## src/common/busCpuPkg.sv

```systemverilog
package busCpuPkg;

    localparam int dataWidth = 32;

    // instruction operations, codes from zero in this order
    typedef enum logic [4:0] {
        ldw,
        add,
        sub,
        andOp,
        orOp,
        shr,
        shl,
        ror,
        rol,
        neg,
        notOp
    } opcodeT;

    // one instruction word, msb first
    typedef struct packed {
        opcodeT      op;    // operation
        logic [3:0]  ra;    // destination register
        logic [3:0]  rb;    // first source
        logic [3:0]  rc;    // second source
        logic [14:0] imm;   // load address
    } instrT;

    // microsteps of one instruction
    typedef enum logic [2:0] {
        idle,
        t0,
        t1,
        t2,
        t3,
        t4,
        t5,
        done
    } stepT;

    // who drives the shared bus
    typedef enum logic [2:0] {
        none,
        pcSrc,
        mdrSrc,
        zSrc,
        regSrc,
        immSrc
    } busSrcT;

    typedef struct packed {
        busSrcT     busSrc;
        logic [3:0] regSel;  // register read onto the bus
        logic       regIn;
        logic       pcIn;
        logic       marIn;
        logic       mdrIn;
        logic       irIn;
        logic       yIn;
        logic       zIn;
        logic       incPc;   // z takes bus + 1 instead of the alu result
        opcodeT     aluOp;
    } ctrlT;

    // register write-back seen at the top level
    typedef struct packed {
        logic                 valid;
        logic [3:0]           regNum;
        logic [dataWidth-1:0] data;
    } wbT;

endpackage

```

## src/datapath/busDatapath.sv

```systemverilog
`timescale 1ns/1ns

module busDatapath #(
    parameter int numRegs = 16
) (
    input  logic                            clock,
    input  logic                            rstN,
    input  busCpuPkg::ctrlT                 ctrl,
    input  logic [busCpuPkg::dataWidth-1:0] memRdata,
    input  logic                            memAck,
    output logic [busCpuPkg::dataWidth-1:0] memAddr,
    output busCpuPkg::instrT                ir,
    output busCpuPkg::wbT                   wb
);
    import busCpuPkg::*;

    logic [dataWidth-1:0] bus;
    logic [dataWidth-1:0] pc;
    logic [dataWidth-1:0] mar;
    logic [dataWidth-1:0] mdr;
    logic [dataWidth-1:0] y;
    logic [dataWidth-1:0] z;
    logic [dataWidth-1:0] regData;
    logic [dataWidth-1:0] aluResult;

    regFile #(
        .numRegs(numRegs)
    ) regs (
        .clock(clock),
        .rstN(rstN),
        .rdSel(ctrl.regSel),
        .wrEn(ctrl.regIn),
        .wrSel(ir.ra),
        .wrData(bus),
        .rdData(regData)
    );

    // y is the first operand, the bus carries the second
    shiftAlu alu (
        .op(ctrl.aluOp),
        .a(y),
        .b(bus),
        .result(aluResult)
    );

    // single shared bus
    always_comb begin
        case (ctrl.busSrc)
            pcSrc: begin
                bus = pc;
            end
            mdrSrc: begin
                bus = mdr;
            end
            zSrc: begin
                bus = z;
            end
            regSrc: begin
                bus = regData;
            end
            immSrc: begin
                bus = dataWidth'(ir.imm);   // zero extended address
            end
            default: begin
                bus = '0;
            end
        endcase
    end

    always_ff @(posedge clock or negedge rstN) begin
        if (!rstN) begin
            pc <= '0;
            ir <= '0;
        end else begin
            if (ctrl.pcIn) begin
                pc <= bus;
            end
            if (ctrl.irIn) begin
                ir <= instrT'(bus);
            end
        end
    end

    always_ff @(posedge clock) begin
        if (ctrl.marIn) begin
            mar <= bus;
        end
        if (ctrl.mdrIn && memAck) begin
            mdr <= memRdata;    // capture on the ack edge
        end
        if (ctrl.yIn) begin
            y <= bus;
        end
        if (ctrl.zIn) begin
            z <= ctrl.incPc ? bus + dataWidth'(1) : aluResult;
        end
    end

    assign memAddr = mar;

    always_comb begin
        wb.valid  = ctrl.regIn;    // one cycle per write
        wb.regNum = ir.ra;
        wb.data   = bus;
    end

endmodule

```

## src/datapath/regFile.sv

```systemverilog
`timescale 1ns/1ns

module regFile #(
    parameter int numRegs = 16
) (
    input  logic                            clock,
    input  logic                            rstN,
    input  logic [3:0]                      rdSel,
    input  logic                            wrEn,
    input  logic [3:0]                      wrSel,
    input  logic [busCpuPkg::dataWidth-1:0] wrData,
    output logic [busCpuPkg::dataWidth-1:0] rdData
);
    import busCpuPkg::*;

    logic [dataWidth-1:0] regs [numRegs];

    // read port drives the bus directly
    assign rdData = regs[rdSel];

    always_ff @(posedge clock or negedge rstN) begin
        if (!rstN) begin
            for (int i = 0; i < numRegs; i++) begin
                regs[i] <= '0;
            end
        end else if (wrEn) begin
            regs[wrSel] <= wrData;  // write from bus
        end
    end

endmodule

```

## src/datapath/shiftAlu.sv

```systemverilog
`timescale 1ns/1ns

module shiftAlu (
    input  busCpuPkg::opcodeT               op,
    input  logic [busCpuPkg::dataWidth-1:0] a,
    input  logic [busCpuPkg::dataWidth-1:0] b,
    output logic [busCpuPkg::dataWidth-1:0] result
);
    import busCpuPkg::*;

    logic [4:0]             shamt;
    logic [2*dataWidth-1:0] rotRight;
    logic [2*dataWidth-1:0] rotLeft;

    assign shamt = b[4:0];  // only the low five bits count

    // doubled word, so the rotates fall out of plain shifts
    assign rotRight = {a, a} >> shamt;
    assign rotLeft  = {a, a} << shamt;

    always_comb begin
        case (op)
            add: begin
                result = a + b;
            end
            sub: begin
                result = a - b;
            end
            andOp: begin
                result = a & b;
            end
            orOp: begin
                result = a | b;
            end
            shr: begin
                result = a >> shamt;    // logical, zero fill
            end
            shl: begin
                result = a << shamt;
            end
            ror: begin
                result = rotRight[dataWidth-1:0];
            end
            rol: begin
                result = rotLeft[2*dataWidth-1:dataWidth];
            end
            neg: begin
                result = '0 - a;
            end
            notOp: begin
                result = ~a;
            end
            default: begin
                result = a;     // ldw and unused codes
            end
        endcase
    end

endmodule

```

## src/hw/busCpuTop.sv

```systemverilog
`timescale 1ns/1ns

module busCpuTop #(
    parameter int numRegs = 16
) (
    input  logic                            clock,
    input  logic                            rstN,
    input  logic                            runReq,
    input  logic                            memAck,
    input  logic [busCpuPkg::dataWidth-1:0] memRdata,
    output logic                            runAck,
    output logic                            memReq,
    output logic [busCpuPkg::dataWidth-1:0] memAddr,
    output busCpuPkg::wbT                   wb
);
    import busCpuPkg::*;

    ctrlT  ctrl;    // strobes for the current microstep
    instrT ir;      // decoded back in the sequencer

    controlSequencer sequencer (
        .clock(clock),
        .rstN(rstN),
        .runReq(runReq),
        .memAck(memAck),
        .ir(ir),
        .runAck(runAck),
        .memReq(memReq),
        .ctrl(ctrl)
    );

    busDatapath #(
        .numRegs(numRegs)
    ) datapath (
        .clock(clock),
        .rstN(rstN),
        .ctrl(ctrl),
        .memRdata(memRdata),
        .memAck(memAck),
        .memAddr(memAddr),
        .ir(ir),
        .wb(wb)
    );

endmodule

```

## src/hw/controlSequencer.sv

```systemverilog
`timescale 1ns/1ns

module controlSequencer (
    input  logic             clock,
    input  logic             rstN,
    input  logic             runReq,
    input  logic             memAck,
    input  busCpuPkg::instrT ir,
    output logic             runAck,
    output logic             memReq,
    output busCpuPkg::ctrlT  ctrl
);
    import busCpuPkg::*;

    stepT step;
    stepT stepNext;
    logic memDone;      // data captured, ack still to fall
    logic isLoad;
    logic readStep;
    logic readOver;

    assign isLoad   = (ir.op == ldw);
    assign readStep = (step == t1) || (step == t4 && isLoad);
    assign readOver = memDone && !memAck;

    assign memReq = readStep && !memDone;
    assign runAck = (step == done);

    always_ff @(posedge clock or negedge rstN) begin
        if (!rstN) begin
            step    <= idle;
            memDone <= 1'b0;
        end else begin
            step <= stepNext;
            if (memReq && memAck) begin
                memDone <= 1'b1;    // request drops from here on
            end else if (readOver) begin
                memDone <= 1'b0;
            end
        end
    end

    always_comb begin
        stepNext = step;
        case (step)
            idle: begin
                if (runReq) begin
                    stepNext = t0;
                end
            end
            t0: begin
                stepNext = t1;
            end
            t1: begin
                if (readOver) begin
                    stepNext = t2;
                end
            end
            t2: begin
                stepNext = t3;
            end
            t3: begin
                stepNext = t4;
            end
            t4: begin
                if (!isLoad || readOver) begin
                    stepNext = t5;
                end
            end
            t5: begin
                stepNext = done;
            end
            default: begin
                // hold the ack until the host lets go
                if (!runReq) begin
                    stepNext = idle;
                end
            end
        endcase
    end

    always_comb begin
        ctrl = '0;
        case (step)
            t0: begin
                ctrl.busSrc = pcSrc;
                ctrl.marIn  = 1'b1;
                ctrl.zIn    = 1'b1;
                ctrl.incPc  = 1'b1;
            end
            t1: begin
                ctrl.busSrc = zSrc;     // pc takes pc + 1 during the fetch
                ctrl.pcIn   = 1'b1;
                ctrl.mdrIn  = !memDone;
            end
            t2: begin
                ctrl.busSrc = mdrSrc;
                ctrl.irIn   = 1'b1;
            end
            t3: begin
                if (isLoad) begin
                    ctrl.busSrc = immSrc;
                    ctrl.marIn  = 1'b1;
                end else begin
                    ctrl.busSrc = regSrc;
                    ctrl.regSel = ir.rb;
                    ctrl.yIn    = 1'b1;
                end
            end
            t4: begin
                if (isLoad) begin
                    ctrl.mdrIn = !memDone;  // data read
                end else begin
                    ctrl.busSrc = regSrc;
                    ctrl.regSel = ir.rc;
                    ctrl.zIn    = 1'b1;
                    ctrl.aluOp  = ir.op;
                end
            end
            t5: begin
                if (isLoad) begin
                    ctrl.busSrc = mdrSrc;
                end else begin
                    ctrl.busSrc = zSrc;
                end
                ctrl.regIn = 1'b1;
            end
            default: begin
            end
        endcase
    end

endmodule

```

## config.mk

```make
export PLATFORM = sky130hd
export DESIGN_NAME = busCpuTop
export DESIGN_NICKNAME = d
export VERILOG_FILES = /design/src/common/busCpuPkg.sv /design/src/datapath/busDatapath.sv /design/src/datapath/regFile.sv /design/src/datapath/shiftAlu.sv /design/src/hw/busCpuTop.sv /design/src/hw/controlSequencer.sv
export SDC_FILE = /design/constraint.sdc
export NUM_CORES = 2
export LEC_CHECK = 0
export ABC_AREA = 1
export BUFFER_PORTS_ARGS = -buffer_cell sky130_fd_sc_hd__buf_2
export CORE_MARGIN = 3
export CORE_UTILIZATION = 45
export CTS_CLUSTER_DIAMETER = 120
export DETAILED_ROUTE_END_ITERATION = 10
export REMOVE_ABC_BUFFERS = 1
export SLEW_MARGIN = 40
export SYNTH_ARGS = -nofsm -noshare
export SYNTH_HDL_FRONTEND = slang
export SYNTH_SLANG_ARGS = --single-unit
```

## constraint.sdc

```tcl
create_clock -name clock -period 11.03 [get_ports clock]
set_input_delay 0.5515 -clock clock [delete_from_list [all_inputs] [get_ports clock]]
set_output_delay 0.5515 -clock clock [all_outputs]
set_load 0.005 [all_outputs]
```

==> impl_metrics.yaml <==
outcome:
  status: "finished clean"
power_and_ir_drop:
  p_leak_nw: 20.6
  powerDensity_nw_per_um2: 384
  max-vdd-ir-drop_mv: 0.224
clock_network:
  cts_setup_buffers: 0
  h-tree-depth: 3
  clock_latency_ns: 0.70
  cts_sinks: 708
  root_buffer: "clkbuf_16"
  post_cts_resized: 0
  cts_buffer_depth: 3
  cts_made_buffers: 80
  clkTransAtPathRegs_ns: 0.06
  cts_tree: "built"
worst_setup_path:
  cp_data_required_time_ns: 11.46
  critPathMaxFanout: 73
  crit_family: "simple AND/OR/NAND/NOR gates"
  crit_path_max_incr_delay_ns: 0.65
  cp_common_cell: "nand2_1"
  cp-start-kind: "register"
  crit_slowest_cell: "buf_4"
  arrival_ns: 8.42
  critPathKind: "register to register"
  crit_path_end_kind: "register"
  crit_start: "sequencer.step[2]$_DFFE_PN0P_"
  path_buf_inv: 6
  timing.rr.start: "sequencer.step[2]$_DFFE_PN0P_"
synthesis:
  syn_inst: 5597
  ys_types: 61
  syn_area_um2: 41700
  synth_top_family_by_area: "simple AND/OR/NAND/NOR gates"
  synthAdderAreaFrac_pct: 1.16
  yosysWarnings: 0
  synth.avg_cell_area_um2: 7.45
  synth_compound_area_share_pct: 13.7
  synth_xor_area_share_pct: 0.904
  synth-edff-count: 128
  async_reset_ff_share_pct: 81.9
  synthFlopType: "dfrtp_1"
  muxShareOfSynthArea_pct: 1.76
  ys_seq_area_share_pct: 44.1
  synth-seq-cells: 708
  synthSimpleGateAreaFrac_pct: 30.1
run:
  drv_cap: 0
sta:
  slew_headroom_pct: 40.3
  finalSetupTns_ns: 0
  drv_slew: 0
  hold_viol: 0
  worst_slack_ns: 3.03
  rsz0062_at_grt: "no"
  clock.fmax_mhz: 125
  fin_crit_sh_pct: 72.5
  period_needed_ns: 8.00
  tightest_slew_ns: 0.896
  timing.clock.skew_ns: 0.0563
  setup_viol: 0
hold_path:
  hp-start: "memRdata[10]"
  hold_class: "input port to register"
route:
  wl_per_cell_um: 25.2
  drc: 0
  viasPerCell: 5.97
  vias: 40600
  firstDrtPassIters: 6
  routed_wl_um: 171000
  drtAntennaViolNets: 0
  drt_iter0_drc: 5132
grt:
  grt_usage_pct: 35.4
  grt_max_degree: 102
  antenna_found_initial: 6
  first_global_vias: 37800
  grt_pass1_wl_um: 253000
  grt_overflow: 0
floorplanning:
  start_util_pct: 45.8
  dieWidth_um: 310
  core_area_um2: 91000
  row_count: 110
  dieArea_um2: 96300
  fp.dieH_um: 310
  pin_count: 107
placed_design:
  dp.cells: 6643
  dpl.hpwl_um: 112000
  io_buffers: 106
  pre_cts_slack_ns: 3.15
  gp_congestion: 1.07
final_layout:
  num-nets-final: 5572
  syn2layout_area_growth_pct: 9.88
  final_cell_count_no_fill: 6796
  fin_util_pct: 50.3
  drive_above_1_share_pct: 9.55
-- layer usage --
metal / part of all wire [%] / vias to the layer above / wire length [um] / track usage (%)
met5: 0.030 / - / 51 / 0
met4: 5.6 / 8 / 9580 / 17.8
met3: 9.4 / 452 / 16200 / 6.75
met2: 43 / 2081 / 73600 / 52.9
met1: 42 / 19500 / 72000 / 49.4
li1: - / 18600 / - / -
-- stage by stage --
step                      hold WS [ns]  total power (W)  cell area (um^2)
after floorplan                  0.256           0.0106             39700
after global placement           0.467           0.0145             42900
after detailed placement         0.474           0.0145             43000
after CTS                     0.000946           0.0173             45700
after global routing            0.0185           0.0187             45800
final                           0.0292           0.0176             45800
-- worst reg2reg max path, delay by kind of cell (launching register included) --
family / cells / cell delay, ns
simple gates: 19 / 3.31
compound gates: 9 / 1.78
buf+inv: 6 / 1.37
fa+ha+maj: 2 / 0.69
flops: 1 / 0.44
xor+xnor: 1 / 0.17
-- cell usage after synthesis, types with 4 or more instances --
| master | n | area share, % |
|---|---|---|
| o311ai_0 | 6 | 0.13 |
| nand2_1 | 1267 | 11 |
| nor2_2 | 10 | 0.15 |
| o221ai_1 | 17 | 0.36 |
| mux2_2 | 65 | 1.8 |
| ha_1 | 37 | 1.1 |
| a21o_1 | 4 | 0.072 |
| nor2_4 | 4 | 0.11 |
| clkinv_1 | 6 | 0.054 |
| inv_2 | 25 | 0.23 |
| a2111oi_0 | 5 | 0.11 |
| nand3_1 | 927 | 11 |
| o21ai_1 | 28 | 0.34 |
| nor2_1 | 557 | 5.0 |
| a211oi_1 | 7 | 0.13 |
| nand3_2 | 4 | 0.096 |
| buf_4 | 39 | 0.70 |
| clkbuf_1 | 184 | 1.7 |
| o211ai_1 | 102 | 1.8 |
| a31oi_1 | 10 | 0.15 |
| nand2_2 | 21 | 0.32 |
| edfxtp_1 | 128 | 9.2 |
| nor4_1 | 12 | 0.18 |
| nor3_1 | 28 | 0.34 |
| o22ai_1 | 24 | 0.36 |
| a21oi_1 | 485 | 5.8 |
| buf_2 | 117 | 1.4 |
| o21ai_0 | 327 | 3.9 |
| nor3_2 | 5 | 0.12 |
| buf_6 | 18 | 0.49 |
| xor2_1 | 40 | 0.84 |
| nand4_1 | 42 | 0.63 |
| or2_2 | 5 | 0.075 |
| inv_1 | 377 | 3.4 |
| buf_1 | 41 | 0.37 |
| dfrtp_1 | 580 | 35 |
-- logic make-up (layout without fill, tap and decap cells) --
kind of cell | after synthesis | in the layout
XOR/XNOR | 43 | 43
adder cells (fa/ha/maj) | 38 | 38
other | 0 | 1
AO/OA/AOI/OAI | 1034 | 1034
AND/OR/NAND/NOR | 2901 | 2901
flip-flops | 708 | 708
multiplexers | 65 | 65
buffers and inverters | 808 | 774
-- report_power, final --
part / internal (W) / leakage [nW] / switching [W]
registers: 0.00374 / 8.95 / 0.000497
clock network: 0.00158 / 1.33 / 0.00117
logic: 0.00285 / 10.4 / 0.00774
total: 0.00817 / 20.6 / 0.00941
-- worst paths after layout --
check                                                       to  slack (ns)  depth (start not counted)
setup / recovery                      datapath.z[22]$_DFFE_PP_        3.03                         37
hold / removal                      datapath.mdr[10]$_DFFE_PP_        0.03                          1
setup reg to reg                      datapath.z[22]$_DFFE_PP_        3.03                         37
hold reg to reg                    datapath.pc[10]$_DFFE_PN0N_        0.48                          2
max in group asynchronous  datapath.regs.regs[371]$_DFFE_PN0P_        9.03                          4
min in group asynchronous   datapath.regs.regs[52]$_DFFE_PN0P_        0.36                          2
-- placed cells by master, fill, tap and decap left out, types with 23 or more instances in the layout --
cell type and instances:
o21ai_0 326, clkbuf_16 81, xor2_1 40, o211ai_1 102, o22ai_1 24, nand4_1 42, buf_2 105, mux2_2 65
ha_1 37, inv_1 375, dfrtp_1 580, inv_2 24, nor2_1 542, nand2_2 23, edfxtp_1 128, nor3_1 24
o21ai_1 27, nand2_1 1262, buf_4 88, nand3_1 925, a21oi_1 485
-- cell type report --
cell class | instances | area, um^2
fill | 9132 | 45200
inverter | 409 | 1540
clock buffer | 116 | 2320
sequential | 708 | 18400
tap | 1232 | 1540
timing repair buffer | 218 | 1540
clock inverter | 31 | 389
antenna | 1 | 2.50
multi-input combinational | 4081 | 20100
-- sequential cells by signal, summed over array words and instances (netlist names) --
register / flops
sequencer.memDone: 1
datapath.y: 32
datapath.memAddr: 32
datapath.regs.regs: 512
sequencer.step: 3
datapath.pc: 32
datapath.ir: 32
datapath.mdr: 32
datapath.z: 32
-- repair_timing --
action / CTS / global route
hold endpoints to repair: 98 / 0
hold buffers: 2 / 0
endpoints found under the setup margin: 0 / 0
Note: power is estimated with default switching activity, not from simulation.
